**config.mk**
```make
export PLATFORM = sky130hd
export DESIGN_NAME = audio_recorder_top
export DESIGN_NICKNAME = d
export VERILOG_FILES = /design/src/common/audio_pkg.sv /design/src/common/buffer_pkg.sv /design/src/player/sample_player.sv /design/src/recorder/sample_recorder.sv /design/src/verilog/audio_recorder_top.sv /design/src/verilog/sample_memory.sv /design/src/verilog/sync_fifo.sv
export SDC_FILE = /design/constraint.sdc
export NUM_CORES = 1
export LEC_CHECK = 0
export BUFFER_PORTS_ARGS = -buffer_cell sky130_fd_sc_hd__buf_2
export CAP_MARGIN = 30
export CORE_UTILIZATION = 65
export DETAILED_ROUTE_END_ITERATION = 8
export PLACE_DENSITY = 0.82
export SLEW_MARGIN = 20
export SYNTH_ARGS = -nofsm -noshare
export SYNTH_HDL_FRONTEND = slang
export SYNTH_SLANG_ARGS = --single-unit
export TNS_END_PERCENT = 100
```
**constraint.sdc**
```tcl
create_clock -name clk -period 14.45 [get_ports clk]
set_input_delay 1.445 -clock clk [delete_from_list [all_inputs] [get_ports clk]]
set_output_delay 1.445 -clock clk [all_outputs]
set_load 0.02 [all_outputs]
```
**src/common/audio_pkg.sv**
```systemverilog
// Audio stream types

package audio_pkg;

  // -------------------------------------------------------------------------
  // sample format
  // -------------------------------------------------------------------------

  // converter word size, left aligned pcm
  localparam int sample_width = 24;

  // one audio sample as carried on every stream and in every buffer
  typedef logic [sample_width-1:0] sample_t;

  // -------------------------------------------------------------------------
  // dac stream
  // -------------------------------------------------------------------------

  // one beat towards the dac
  // a stereo frame is two beats, left first, then right with last set
  typedef struct packed {
    sample_t sample;  // pcm payload
    logic    last;    // high on the right channel beat
  } dac_beat_t;

  // the adc side has no framing of its own
  // it is a bare sample_t next to valid/ready

endpackage

```
**src/common/buffer_pkg.sv**
```systemverilog
// Sample buffer port types

package buffer_pkg;

  // -------------------------------------------------------------------------
  // sample memory ports
  // -------------------------------------------------------------------------

  // write port, recorder to memory
  // single cycle strobe, the memory takes it on the same edge
  typedef struct packed {
    logic               en;    // write strobe, only while memory not full
    audio_pkg::sample_t data;  // sample to store at the write pointer
  } mem_wr_t;

  // read return, memory to player
  // registered, one cycle after rd_en
  typedef struct packed {
    logic               valid;  // data holds a sample this cycle
    audio_pkg::sample_t data;   // sample from the old read pointer
  } mem_rd_t;

  // -------------------------------------------------------------------------
  // default sizes, log2 of the depth
  // -------------------------------------------------------------------------

  localparam int default_mem_addr_width  = 4;  // 16 samples of ring buffer
  localparam int default_fifo_addr_width = 2;  // 4 samples per fifo

endpackage

```
**src/player/sample_player.sv**
```systemverilog
// Sample player with stereo framing
`timescale 1ns/100ps

module sample_player #(
  parameter int fifo_addr_width = 2
) (
  input  logic                  clk,
  input  logic                  rst_n,

  // sample memory read side
  input  logic                  mem_empty,
  output logic                  rd_en,
  input  buffer_pkg::mem_rd_t   mem_rd,

  // dac stream out
  output audio_pkg::dac_beat_t  dac_beat,
  output logic                  dac_valid,
  input  logic                  dac_ready
);

  import audio_pkg::*;

  typedef logic [fifo_addr_width:0]   level_t;   // fifo fill level
  typedef logic [fifo_addr_width+1:0] commit_t;  // level plus read in flight

  typedef enum logic [1:0] {
    frame_idle,    // waiting for a full frame in the fifo
    frame_first,   // left beat on the bus
    frame_second   // right beat on the bus, last high
  } frame_state_t;

  localparam commit_t fifo_depth = commit_t'(2 ** fifo_addr_width);
  localparam level_t  one_frame  = level_t'(2);
  localparam level_t  frame_more = level_t'(3);  // a frame left after a pop

  frame_state_t state_q;
  frame_state_t state_d;

  level_t  fill_level;
  commit_t committed;
  logic    pb_pop;
  sample_t head_sample;

  // -------------------------------------------------------------------------
  // memory read request
  // -------------------------------------------------------------------------

  // mem_rd.valid is the read issued last cycle, not yet in the fifo
  assign committed = {1'b0, fill_level} + commit_t'(mem_rd.valid);

  // pops this cycle are not counted
  assign rd_en = !mem_empty && (committed < fifo_depth);

  // -------------------------------------------------------------------------
  // playback fifo
  // -------------------------------------------------------------------------
  assign pb_pop = dac_valid && dac_ready;  // one pop per dac transfer

  sync_fifo #(
    .fifo_addr_width ( fifo_addr_width )
  ) playback_fifo_i (
    .clk             ( clk             ), // input
    .rst_n           ( rst_n           ), // input

    // ingress, straight from the memory return
    .wr_en           ( mem_rd.valid    ), // input
    .wr_data         ( mem_rd.data     ), // input
    .full            (                 ), // output

    // egress
    .rd_en           ( pb_pop          ), // input
    .rd_data         ( head_sample     ), // output
    .empty           (                 ), // output

    .fill_level      ( fill_level      )  // output
  );

  // -------------------------------------------------------------------------
  // frame fsm
  // -------------------------------------------------------------------------
  always_comb begin
    state_d = state_q;
    case (state_q)
      frame_idle: begin
        if (fill_level >= one_frame) state_d = frame_first;
      end
      frame_first: begin
        if (dac_ready) state_d = frame_second;
      end
      frame_second: begin
        // back to back frames when the next pair is already there
        if (dac_ready) begin
          state_d = (fill_level >= frame_more) ? frame_first : frame_idle;
        end
      end
      default: state_d = frame_idle;
    endcase
  end

  always_ff @(posedge clk or negedge rst_n) begin
    if (!rst_n) begin
      state_q <= frame_idle;
    end else begin
      state_q <= state_d;
    end
  end

  // head holds still until its transfer, so valid data stays stable
  assign dac_valid       = state_q != frame_idle;
  assign dac_beat.sample = head_sample;
  assign dac_beat.last   = state_q == frame_second;

endmodule

```
**src/recorder/sample_recorder.sv**
```systemverilog
// ADC sample recorder
`timescale 1ns/100ps

module sample_recorder #(
  parameter int fifo_addr_width = 2
) (
  input  logic                clk,
  input  logic                rst_n,

  // adc stream in
  input  audio_pkg::sample_t  adc_data,
  input  logic                adc_valid,
  output logic                adc_ready,

  // control
  input  logic                rec_enable,   // level, record while high

  // sample memory write side
  input  logic                mem_full,
  output buffer_pkg::mem_wr_t mem_wr
);

  import audio_pkg::*;

  // -------------------------------------------------------------------------
  // ingest fifo signals
  // -------------------------------------------------------------------------
  logic    ing_push;      // adc transfer that is kept
  logic    ing_full;
  logic    ing_pop;       // head moves to memory
  logic    ing_empty;
  sample_t head_sample;

  // -------------------------------------------------------------------------
  // adc side
  // -------------------------------------------------------------------------

  // not recording, every beat is taken and dropped
  // recording, ready follows the fifo room
  assign adc_ready = !rec_enable || !ing_full;

  // transfer while recording, ready already covers the full case
  assign ing_push = adc_valid && adc_ready && rec_enable;

  // -------------------------------------------------------------------------
  // memory side
  // -------------------------------------------------------------------------

  // one sample per cycle while there is one and the ring has room
  assign ing_pop = !ing_empty && !mem_full;

  assign mem_wr.en   = ing_pop;
  assign mem_wr.data = head_sample;  // head is stable until popped

  // drains on its own, also after rec_enable drops
  sync_fifo #(
    .fifo_addr_width ( fifo_addr_width )
  ) ingest_fifo_i (
    .clk             ( clk             ), // input
    .rst_n           ( rst_n           ), // input

    // ingress
    .wr_en           ( ing_push        ), // input
    .wr_data         ( adc_data        ), // input
    .full            ( ing_full        ), // output

    // egress
    .rd_en           ( ing_pop         ), // input
    .rd_data         ( head_sample     ), // output
    .empty           ( ing_empty       ), // output

    // status, not needed here
    .fill_level      (                 )  // output
  );

  // latency adc to memory
  //   edge 1 sample lands in the fifo
  //   cycle after, head visible, written on edge 2 if the ring has room

endmodule

```
**src/verilog/audio_recorder_top.sv**
```systemverilog
// Audio record and playback top
`timescale 1ns/100ps

module audio_recorder_top #(
  parameter int mem_addr_width  = buffer_pkg::default_mem_addr_width,
  parameter int fifo_addr_width = buffer_pkg::default_fifo_addr_width
) (
  input  logic                 clk,
  input  logic                 rst_n,

  // adc stream
  input  audio_pkg::sample_t   adc_data,
  input  logic                 adc_valid,
  output logic                 adc_ready,

  // control
  input  logic                 rec_enable,

  // dac stream, always playback
  output audio_pkg::dac_beat_t dac_beat,
  output logic                 dac_valid,
  input  logic                 dac_ready
);

  import buffer_pkg::*;

  // -------------------------------------------------------------------------
  // recorder to memory
  // -------------------------------------------------------------------------
  mem_wr_t mem_wr;
  logic    mem_full;

  // -------------------------------------------------------------------------
  // memory to player
  // -------------------------------------------------------------------------
  mem_rd_t mem_rd;
  logic    mem_empty;
  logic    mem_rd_en;

  sample_recorder #(
    .fifo_addr_width ( fifo_addr_width )
  ) sample_recorder_i (
    .clk        ( clk        ), // input
    .rst_n      ( rst_n      ), // input
    .adc_data   ( adc_data   ), // input
    .adc_valid  ( adc_valid  ), // input
    .adc_ready  ( adc_ready  ), // output
    .rec_enable ( rec_enable ), // input
    .mem_full   ( mem_full   ), // input
    .mem_wr     ( mem_wr     )  // output
  );

  sample_memory #(
    .mem_addr_width ( mem_addr_width )
  ) sample_memory_i (
    .clk    ( clk       ), // input
    .rst_n  ( rst_n     ), // input
    .mem_wr ( mem_wr    ), // input
    .full   ( mem_full  ), // output
    .rd_en  ( mem_rd_en ), // input
    .mem_rd ( mem_rd    ), // output
    .empty  ( mem_empty )  // output
  );

  sample_player #(
    .fifo_addr_width ( fifo_addr_width )
  ) sample_player_i (
    .clk       ( clk       ), // input
    .rst_n     ( rst_n     ), // input
    .mem_empty ( mem_empty ), // input
    .rd_en     ( mem_rd_en ), // output
    .mem_rd    ( mem_rd    ), // input
    .dac_beat  ( dac_beat  ), // output
    .dac_valid ( dac_valid ), // output
    .dac_ready ( dac_ready )  // input
  );

endmodule

```
**src/verilog/sample_memory.sv**
```systemverilog
// Ring buffer sample memory
`timescale 1ns/100ps

module sample_memory #(
  parameter int mem_addr_width = 4
) (
  input  logic                clk,
  input  logic                rst_n,

  // write port
  input  buffer_pkg::mem_wr_t mem_wr,
  output logic                full,

  // read port
  input  logic                rd_en,
  output buffer_pkg::mem_rd_t mem_rd,   // one cycle after rd_en
  output logic                empty
);

  import audio_pkg::*;

  localparam int depth = 2 ** mem_addr_width;

  typedef logic [mem_addr_width:0] ptr_t;  // address plus wrap bit

  sample_t ram [depth];

  ptr_t    wr_ptr_q;
  ptr_t    rd_ptr_q;
  logic    wr_go;
  logic    rd_go;
  logic    rd_valid_q;
  sample_t rd_data_q;

  // -------------------------------------------------------------------------
  // ring state, straight from the pointer registers
  // -------------------------------------------------------------------------
  assign empty = wr_ptr_q == rd_ptr_q;
  assign full  = (wr_ptr_q[mem_addr_width] != rd_ptr_q[mem_addr_width]) &&
                 (wr_ptr_q[mem_addr_width-1:0] == rd_ptr_q[mem_addr_width-1:0]);

  assign wr_go = mem_wr.en && !full;   // guarded again, callers check too
  assign rd_go = rd_en && !empty;

  // array and read data register
  // no address clash, a read never sees the slot being written
  always_ff @(posedge clk) begin
    if (wr_go) begin
      ram[wr_ptr_q[mem_addr_width-1:0]] <= mem_wr.data;
    end
    if (rd_go) begin
      rd_data_q <= ram[rd_ptr_q[mem_addr_width-1:0]];
    end
  end

  always_ff @(posedge clk or negedge rst_n) begin
    if (!rst_n) begin
      wr_ptr_q   <= '0;
      rd_ptr_q   <= '0;
      rd_valid_q <= 1'b0;
    end else begin
      rd_valid_q <= rd_go;                 // single cycle strobe
      if (wr_go) wr_ptr_q <= wr_ptr_q + 1'b1;
      if (rd_go) rd_ptr_q <= rd_ptr_q + 1'b1;
    end
  end

  assign mem_rd.valid = rd_valid_q;
  assign mem_rd.data  = rd_data_q;

endmodule

```
**src/verilog/sync_fifo.sv**
```systemverilog
// Synchronous sample FIFO
`timescale 1ns/100ps

module sync_fifo #(
  parameter int fifo_addr_width = 2
) (
  input  logic                     clk,
  input  logic                     rst_n,

  // ingress
  input  logic                     wr_en,
  input  audio_pkg::sample_t       wr_data,
  output logic                     full,

  // egress
  input  logic                     rd_en,
  output audio_pkg::sample_t       rd_data,     // head, valid while not empty
  output logic                     empty,

  // status
  output logic [fifo_addr_width:0] fill_level
);

  import audio_pkg::*;

  localparam int depth = 2 ** fifo_addr_width;

  typedef logic [fifo_addr_width:0] ptr_t;  // address plus wrap bit

  sample_t storage [depth];  // payload only, no reset

  ptr_t wr_ptr_q;
  ptr_t rd_ptr_q;
  logic push;
  logic pop;

  // guarded strobes, overflow and underflow are ignored
  assign push = wr_en && !full;
  assign pop  = rd_en && !empty;

  // -------------------------------------------------------------------------
  // flags from the pointer difference
  // -------------------------------------------------------------------------
  assign fill_level = wr_ptr_q - rd_ptr_q;   // wraps cleanly, extra bit
  assign full       = fill_level == ptr_t'(depth);
  assign empty      = wr_ptr_q == rd_ptr_q;

  // head is shown without a read strobe
  assign rd_data = storage[rd_ptr_q[fifo_addr_width-1:0]];

  // -------------------------------------------------------------------------
  // storage
  // -------------------------------------------------------------------------
  always_ff @(posedge clk) begin
    if (push) begin
      storage[wr_ptr_q[fifo_addr_width-1:0]] <= wr_data;
    end
  end

  // -------------------------------------------------------------------------
  // pointers
  // -------------------------------------------------------------------------
  always_ff @(posedge clk or negedge rst_n) begin
    if (!rst_n) begin
      wr_ptr_q <= '0;
      rd_ptr_q <= '0;
    end else begin
      if (push) begin
        wr_ptr_q <= wr_ptr_q + 1'b1;  // wrap bit flips every depth writes
      end
      if (pop) begin
        rd_ptr_q <= rd_ptr_q + 1'b1;
      end
    end
  end

endmodule

```
[Yosys cells after proc, flatten, opt, wreduce, memory -nomap -nowiden]
Memories as Yosys holds them, arrays and structs flattened. A register that Yosys moved wholly into a read port is not among the register bits.
Cells that the tools add are included.
Storage, ports and cells
  RAM bits: 576
  register bits: 25
  memory bits (read-only): 0
  memories: 3
  logic and storage cells: 69
  input port bits: 29
  bits in latches: 0
Memories
  sample_memory_i.ram: depth 16, bits a word 24, rd ports 1, clocked after memory_dff 1, write ports 1, RTL line sample_memory.sv:26  | sample_t ram [depth];
  sample_player_i.playback_fifo_i.storage: depth 4, bits a word 24, rd ports 1, clocked after memory_dff 0, write ports 1, RTL line sync_fifo.sv:30  | sample_t storage [depth];
  sample_recorder_i.ingest_fifo_i.storage: depth 4, bits a word 24, rd ports 1, clocked after memory_dff 0, write ports 1, RTL line sync_fifo.sv:30
Operators by class
  $add $sub $neg: 9
  magnitude comparators: 3
  equal/unequal tests: 12
  multiplexer cells: 11
  multipliers: 0
  shift-type cells: 0
  div/mod/pow operators: 0
  reductions and logical operators: 23
  bitwise gates (word level): 0
Operators by type and width (count)
  adder 3 x 1 -> 3 bit (second input constant): 4
  logical AND 1 bit: 12
  adder 5 x 1 -> 5 bit (second input constant): 2
  zero test 1 bit: 7
  2-to-1 mux 1 bit: 7
  equality test 3 bit: 2
  equality test 3 bit (second input constant): 2
  greater-or-equal comparator 3 x 2 -> 1 bit (second input constant): 2
  2-to-1 mux 2 bit: 3
  case mux 2 bit (3 select lines): 1
  subtractor 3 bit: 2
  equality test 5 bit: 1
  adder 3 x 1 -> 4 bit: 1
  equality test 4 bit: 1
  less-than comparator 4 x 3 -> 1 bit (second input constant): 1
  != test 2 x 1 -> 1 bit (second input constant): 2
  AND reduction 3 bit: 1
  equality test 2 x 1 -> 1 bit (second input constant): 1
  equality test 2 bit (second input constant): 1
  zero test 2 bit: 1
  != test 2 bit (second input constant): 1
  nonzero test 2 bit: 1
  logical OR 1 bit: 1
  != test 1 bit: 1

[Logic depth before layout (Yosys ltp)]
Gate-level depths: netlist of run 1.
  word-level depth: 9
  depth in mapped cells: 9
  depth with buffers taken out: 8

[Cells and area by module]
A second synthesis of run 1 with hierarchy kept.
Unflattened totals
  cell total of the unflattened synthesis: 1053
  area, all modules: 23814.1 µm²
Modules (own cells, without submodules)
  sample_memory: sequential area each 12527.0 µm², area each 15802.7 µm², instances 1, cells an instance 695
  sync_fifo: sequential area each 3032.9 µm², area each 3931.3 µm², instances 2, cells an instance 170
  sample_player: sequential area each 50.0 µm², area each 125.1 µm², instances 1, cells an instance 14
  sample_recorder: sequential area each 0.0 µm², area each 23.8 µm², instances 1, cells an instance 4

[Worst setup path after synthesis of run 1]
Ideal clock, no wire load.
  kind: flip-flop to flip-flop
  start point: reg sample_recorder_i.ingest_fifo_i.rd_ptr_q[1]
  end point: mem sample_memory_i.ram[1][0] (netlist bit), enable pin
  path buffers: 2
  data arrival time: 4.204 ns
  setup time: 0.466 ns
  path slack: 9.780 ns
  cell stages (with the launch flop): 9
  required time: 13.984 ns
  cell sequence: dfrtp_1 -> clkbuf_1 -> buf_1 -> inv_1 -> ha_1 -> nand2_1 -> nor2_1 -> a21oi_2 -> nor4bb_1
Between the ends
  longest elaborated chain between the ends: 6
Ends and longest elaborated chain
  start, declared: RTL line sync_fifo.sv:33  | ptr_t rd_ptr_q;
  start signal, assigned: RTL line sync_fifo.sv:72  | rd_ptr_q <= rd_ptr_q + 1'b1;
  equality test 3 bit: RTL line sync_fifo.sv:46  | assign empty = wr_ptr_q == rd_ptr_q;
  zero test 1 bit: RTL line sample_recorder.sv:50  | assign ing_pop = !ing_empty && !mem_full;
  logical AND 1 bit: RTL line sample_recorder.sv:50
  logical AND 1 bit: RTL line sample_memory.sv:42  | assign wr_go = mem_wr.en && !full;
  2-to-1 mux 1 bit: RTL line sample_memory.sv:48  | if (wr_go) begin
  2-to-1 mux 1 bit (implied by the code): RTL line sample_memory.sv:49  | ram[wr_ptr_q[mem_addr_width-1:0]] <= mem_wr.data;
  end, declared: RTL line sample_memory.sv:26
No other way between the ends.

[Worst setup path after layout of run 1]
  start point: reg sample_recorder_i.ingest_fifo_i.rd_ptr_q[1]
  end point: out adc_ready
Between the ends
  longest elaborated chain between the ends: 4
Ends and longest elaborated chain
  subtractor 3 bit: RTL line sync_fifo.sv:44  | assign fill_level = wr_ptr_q - rd_ptr_q;
  equality test 3 bit: RTL line sync_fifo.sv:45  | assign full = fill_level == ptr_t'(depth);
  zero test 1 bit: RTL line sample_recorder.sv:40  | assign adc_ready = !rec_enable || !ing_full;
  logical OR 1 bit: RTL line sample_recorder.sv:40
  end, declared: RTL line audio_recorder_top.sv:14  | output logic adc_ready,
No other way between the ends.

==> results of run 1 <==
-- power breakdown --
| group | switching [mW] | leakage (nW) | internal, mW |
|---|---|---|---|
| sequential | 0.243 | 5.76 | 2.77 |
| combinational | 1.17 | 2.07 | 0.726 |
| clock | 0.627 | 0.844 | 0.772 |
-- metal layers --
metal / vias to the layer above / part of all wire / GRT usage / wire length (um)
li1: 4486 / - / - / -
met1: 5578 / 0.38 / 0.353 / 17500
met2: 539 / 0.53 / 0.440 / 24500
met3: 72 / 0.076 / 0.0487 / 3510
met4: 0 / 0.018 / 0.0690 / 823
met5: - / 0 / 0 / 0
-- area by class of cell --
class	count	area, um^2	share of cell area
Tap cell	461	577	0.0219
Inverter	12	45.0	0.00171
Sequential cell	625	18700	0.709
Multi-Input combinational cell	338	4750	0.180
Clock buffer	66	1500	0.0571
Timing Repair Buffer	89	593	0.0225
Clock inverter	30	196	0.00747
-- metrics by stage --
stage / power [mW] / worst slack (ns) / instance area (um^2) / instances
detailed placement: 4.89 / 10.98 / 24600 / 1523
CTS: 6.33 / 10.40 / 26300 / 1619
global placement: 4.76 / 10.76 / 24500 / 1519
floorplan: 4.24 / 9.78 / 23600 / 1023
global route: 6.58 / 10.54 / 26300 / 1621
finish: 6.31 / 10.70 / 26300 / 1621
-- synthesized netlist by cell type (all sizes together) --
master / instances / area share
and2: 8 / 0.0021
o2111ai: 1 / 0.00037
clkbuf: 27 / 0.0043
inv: 12 / 0.0019
nor2b: 4 / 0.0011
a21oi: 6 / 0.0016
nand3b: 1 / 0.00032
mux2: 4 / 0.0019
nand3: 4 / 0.00085
nor2: 5 / 0.00080
nand2: 34 / 0.0054
and4: 3 / 0.0011
buf: 21 / 0.0047
nand4: 2 / 0.00053
o31a: 1 / 0.00037
o21ai: 4 / 0.00085
a31oi: 3 / 0.00080
nand2b: 1 / 0.00027
fa: 1 / 0.00085
and3: 7 / 0.0019
a22oi: 48 / 0.015
xor3: 1 / 0.0010
ha: 19 / 0.010
or2: 1 / 0.00027
nor4bb: 1 / 0.00042
and4b: 5 / 0.0021
a222oi: 1 / 0.00042
dfrtp: 25 / 0.027
edfxtp: 600 / 0.76
a211oi: 3 / 0.00095
nor4: 1 / 0.00090
xnor2: 7 / 0.0026
xor2: 18 / 0.0067
mux4: 144 / 0.14
-- worst max-delay path: stages (launching register included) --
cell      delay, ns
dfrtp_1        0.34
buf_4          0.35
inv_1          0.08
ha_1           0.18
nand2b_1       0.15
xnor2_1        0.30
nand4_1        0.14
buf_2          0.17
-- worst max-delay path by stage --
stage                                                start                                       endpoint
2_1_floorplan  sample_recorder_i.ingest_fifo_i.rd_ptr_q[1]                      sample_memory_i.ram[1][0]
3_3_place_gp   sample_player_i.playback_fifo_i.rd_ptr_q[1]  sample_player_i.playback_fifo_i.storage[2][8]
3_5_place_dp   sample_recorder_i.ingest_fifo_i.rd_ptr_q[0]                     sample_memory_i.ram[12][5]
4_1_cts        sample_recorder_i.ingest_fifo_i.rd_ptr_q[0]                                      adc_ready
5_1_grt        sample_recorder_i.ingest_fifo_i.rd_ptr_q[1]                                      adc_ready
6_report       sample_recorder_i.ingest_fifo_i.rd_ptr_q[1]                                      adc_ready
-- state kept, by name, summed over array words and instances, names as in the netlist --
register / cells
sample_memory_i.rd_data_q: 24
sample_recorder_i.ingest_fifo_i.wr_ptr_q: 3
sample_player_i.playback_fifo_i.wr_ptr_q: 3
sample_player_i.state_q: 2
sample_memory_i.wr_ptr_q: 5
sample_player_i.playback_fifo_i.storage: 96
sample_memory_i.ram: 384
sample_memory_i.rd_valid_q: 1
sample_recorder_i.ingest_fifo_i.storage: 96
sample_player_i.playback_fifo_i.rd_ptr_q: 3
sample_memory_i.rd_ptr_q: 5
sample_recorder_i.ingest_fifo_i.rd_ptr_q: 3
-- cell families (layout without fill, tap and decap cells) --
logic type / Yosys count / in the layout / share of synthesized area
AO/OA/AOI/OAI: 67 / 67 / 0.0206
flip-flops: 625 / 625 / 0.790
adder cells (fa/ha/maj): 20 / 20 / 0.0109
AND/OR/NAND/NOR: 77 / 77 / 0.0180
buffers and inverters: 60 / 197 / 0.0109
multiplexers: 148 / 148 / 0.139
XOR/XNOR: 26 / 26 / 0.0103
==> summary.md, run 1 <==
| Metric | Value |
|---|---|
| Outcome | finished with violations |
| Failing checks | DRC |
| Hold Buf Count CTS | 0 |
| Final hold vios | 0 |
| Max Cap Violations | 0 |
| Post-CTS setup buffers | 0 |
| Initial DRC Count | slightly below 1k |
| Mapped Nets | roughly 1.1k |
| #FFs+latches synth | around 630 |
| First-pass GRT wire length | a little under 70 mm |
| Final setup viols | 0 |
| Commonest non-fill, non-tap cell in the layout | edfxtp_1 |
| Netlist cell types | 39 |
| Worst Tran Pin Value | between 0.8 and 0.9 ns |
| Setup total negative slack | 0 ns |
| TritonCTS buffer count | between 50 and 60 |
| Power Density | between 200 and 250 mW/mm^2 |
| Hold Path Depth | 0 |
| Critical path class | flop to output pin |
| Die footprint | 0.0371 mm^2 |
| Clock buffer depth | 3 |
| Min-delay src | sample_memory_i.rd_data_q[11] |
| Clock transition at path regs | roughly 0.07 ns |
| Initial antenna violation count | 0 |
| Clk sink count | about 630 |
| Post-route clock period utilization | 0.259 |
| DRT Pass-1 Iters | 7 |
| FF-to-FF Start | sample_player_i.playback_fifo_i.rd_ptr_q[0] |
| Post-CTS sizing | 0 |
| Max Slew Vio Count | 0 |
| Num ports | 56 |
| CP arrival | between 2 and 2.5 ns |
| R2r setup slk | 11.11 ns |
| Seq/Total Area, Yosys | 0.790 |
| Area grow syn2layout | 11.5% |
| Largest net degree at the start of global routing | 59 |
| Routed WL | 46.3 mm |
| Crit path capture type | output pin |
| Unrepaired setup endpoints after global routing | no |
| Post-layout minimum cycle time | about 3.7 ns |
| Die width | between 150 and 200 um |
| Fillcell total | 1880 |
| Drt wl/cell | approximately 29 um |
| CTS tree | built |
| # rows | 69 |
| Most frequent cells in the layout | edfxtp_1, mux4_2, clkbuf_16, buf_2, a22oi_1 |
| Vias in the first global route | 11.1k |
| Warnings from Yosys | 0 |
| Via/cell ratio | about 6.6 |
| Reg2reg path depth | 8 |
| Share of cells above drive strength 1 | 0.281 |
| Fmax | ~270 MHz |
| Post-Syn Area per Cell | 23.1 um^2 |
| Core area | between 0.03 and 0.04 mm^2 |
| Pleak | 8.67 nW |
| GRT Overall Usage | 0.260 |
| Routed via count | 10.7k |
| Critical Path RT | around 13 ns |
| Residual DRC | 7 |
| R2r endpoint | sample_player_i.playback_fifo_i.storage[2][4] |
| Inserted Diodes | 0 |
| Routed Antenna Nets | 0 |
| Fin nets | ~1.2k |
| Mapped Cells | slightly above 1k |
| DP HPWL | 25.0 mm |
| Gr ovfl total | 0 |
| Max_slew headroom | 0.408 |
| GPL Wtd Cong | 0.720 |
| Chip height | slightly below 200 um |
| Post-Syn Area | between 0.02 and 0.025 mm^2 |
| Startpoint Class | flop |
| CP max FO | 27 |
| IO buf count | 55 |
| Final core occ | 0.738 |
| Hold EP | sample_player_i.playback_fifo_i.storage[0][11] |
| Worst-Skew Late Latency | about 0.60 ns |
| Worst vdd ir | around 0.13 mV |
| Root Buffer | clkbuf_16 |
| Clk_skew | between 0.02 and 0.025 ns |
| Initial core utilization | 0.662 |
| H-tree levels | 2 |
| Tightest Hold Check Type | flop to flop |
| Hold_ws | approximately 0.50 ns |
Power figures use the tool's default switching activity.
==> run 2: changes to the inputs <==
CORE_UTILIZATION = 62   (was 65)
PLACE_DENSITY = 0.79   (was 0.82)
clock period = 3.7 ns   (was 14.45 ns; I/O delays follow)
==> run 2 against run 1 <==
- the run now ends clean
- combinational power rose to 4.0 times the previous value
- core utilization shrank 2.4 points
- sequential share of layout area shrank 1.4 points
- hold slack got worse by 0.45 ns
- clock power increased to 4.3 times the previous value
- critical path depth unchanged
- register-to-register slack got worse by 10 ns
- flip-flop and latch count is the same
- die area rose by 4.8%
- routed wire length is 2.6% lower
- sequential power rose to 3.8 times the previous value
- clock skew decreased by 0.0065 ns
- critical path type is now flop to flop
==> summary.md, run 2 (synthesis results as in run 1) <==
| Metric | Value |
|---|---|
| Initial core utilization | 0.628 |
| Setup total negative slack | 0 ns |
| Tightest Hold Check Type | primary input to flop |
| Final setup viols | 0 |
| Clock transition at path regs | roughly 0.060 ns |
| DP HPWL | between 20 and 25 mm |
| Post-route clock period utilization | 0.772 |
| Routed via count | between 10k and 15k |
| Clock buffer depth | 3 |
| Vias in the first global route | roughly 11k |
| Met2 Usage GRT | 0.422 |
| Fin nets | 1200 |
| Power Density | 931 mW/mm^2 |
| Largest register FFs | roughly 380 |
| CTS tree | built |
| GPL Wtd Cong | 0.733 |
| R2r setup slk | about 0.84 ns |
| Chip height | approximately 200 um |
| Routed WL | about 45 mm |
| Post-CTS sizing | 0 |
| Reg2reg path depth | 7 |
| IO buf count | 55 |
| Post-Place Cells | around 1.6k |
| CP max FO | 24 |
| DRT Pass-1 Iters | 5 |
| Critical Path RT | around 3.9 ns |
| Commonest non-fill, non-tap cell in the layout | edfxtp_1 |
| Clk_skew | ~0.017 ns |
| Worst vdd ir | 0.722 mV |
| Drt wl/cell | between 20 and 30 um |
| Max Slew Vio Count | 0 |
| Residual DRC | 0 |
| Inserted Diodes | 0 |
| Root Buffer | clkbuf_16 |
| Die footprint | 0.0389 mm^2 |
| Worst-Skew Late Latency | 0.59 ns |
| Clk sink count | 625 |
| Critical path class | flop to flop |
| Crit path capture type | flop |
| CP arrival | 3.10 ns |
| Overall power | about 25 mW |
| GRT Overall Usage | 0.244 |
| Most frequent cells in the layout | edfxtp_1, mux4_2, clkbuf_16, buf_2, a22oi_1 |
| Startpoint Class | flop |
| # rows | a little over 70 |
| Worst Setup EP | sample_memory_i.ram[1][11] |
| Final hold vios | 0 |
| Fin cells | 1706 |
| Worst Tran Pin Value | approximately 0.8 ns |
| Most Used Layer, Global Route | met2 |
| Worst Setup SP | sample_recorder_i.ingest_fifo_i.wr_ptr_q[0] |
| Die width | 197 um |
| Routed Antenna Nets | 0 |
| Max Cap Violations | 0 |
| Post-layout minimum cycle time | 2.86 ns |
| FF-to-FF Start | sample_recorder_i.ingest_fifo_i.wr_ptr_q[0] |
| Post-CTS setup buffers | 0 |
| GR met1 Demand/Resource | 0.327 |
| Met3 Usage GRT | 0.0357 |
| Outcome | complete, no violations |
| H-tree levels | 2 |
| Initial DRC Count | approximately 940 |
| Num ports | 56 |
| Pleak | 8.85 nW |
| Core area | 0.0376 mm^2 |
| Max_slew headroom | 0.453 |
| Gr ovfl total | 0 |
| Area grow syn2layout | 13.7% |
| Largest net degree at the start of global routing | 100 |
| Initial antenna violation count | 0 |
| Share of cells above drive strength 1 | 0.279 |
| Via/cell ratio | about 6.3 |
| TritonCTS buffer count | between 50 and 60 |
| Fmax | around 350 MHz |
| Fillcell total | around 2.1k |
| First-pass GRT wire length | between 60 and 70 mm |
| Unrepaired setup endpoints after global routing | no |
| R2r endpoint | sample_memory_i.ram[1][11] |
| Hold Buf Count CTS | 25 |
[run 2: changes by cell type in the layout (fill, tap and decap cells not counted), moves of 3 or more]
cell | before | now
clkinv_2 | 14 | 7
clkinvlp_4 | 1 | 7
clkbuf_1 | 7 | 10
buf_8 | 4 | 0
buf_4 | 28 | 33
dlygate4sd3_1 | 0 | 25
bufinv_16 | 2 | 8
[run 2: worst max-delay path, cell delays in order, from the launching register on]
cell and delay, ns:
dfrtp_1 0.37, inv_1 0.11, ha_1 0.39, nand2_1 0.14, nor2_1 0.09, a21oi_2 0.59
nor4bb_4 0.41, buf_4 0.40
[run 2: cell type report]
cell class	count	area, um^2	share of cell area
Multi-Input combinational cell	338	4750	0.177
Clock buffer	69	1510	0.0564
Timing Repair Buffer	116	841	0.0313
Sequential cell	625	18700	0.695
Clock inverter	35	392	0.0146
Tap cell	511	639	0.0238
Inverter	12	45.0	0.00168
[run 2: through the flow]
stage,hold slack (ns),worst slack (ns),area (um^2),utilization
2_1_floorplan,0.0744,0.449,23600,-
3_3_place_gp,0.416,0.996,24600,0.656
3_5_place_dp,0.428,0.858,24700,0.657
4_1_cts,0.0284,0.849,26800,0.714
5_1_grt,0.0488,0.682,26800,0.714
6_report,0.0508,0.844,26800,0.714
[run 2: per-layer routing]
metal,vias to the layer above,wire [um]
met3,84,2550
met5,-,0
li1,4563,-
met4,0,1030
met2,408,23700
met1,5616,17800
[run 2: worst min path at each step]
stage,start,to,slack (ns),cells past startpoint
after floorplan,rst_n,sample_memory_i.rd_ptr_q[0],0.07,0
after global placement,rst_n,sample_recorder_i.ingest_fifo_i.wr_ptr_q[0],0.42,1
after detailed placement,rst_n,sample_recorder_i.ingest_fifo_i.wr_ptr_q[0],0.43,1
after CTS,dac_ready,sample_player_i.state_q[0],0.03,2
after global routing,dac_ready,sample_player_i.state_q[0],0.05,2
final,dac_ready,sample_player_i.state_q[0],0.05,2
[run 2: report_power, final]
| group | switching [mW] | total (mW) | internal (mW) |
|---|---|---|---|
| Clock | 2.48 | 5.95 | 3.47 |
| Sequential | 0.685 | 11.5 | 10.8 |
| Combinational | 4.69 | 7.52 | 2.83 |
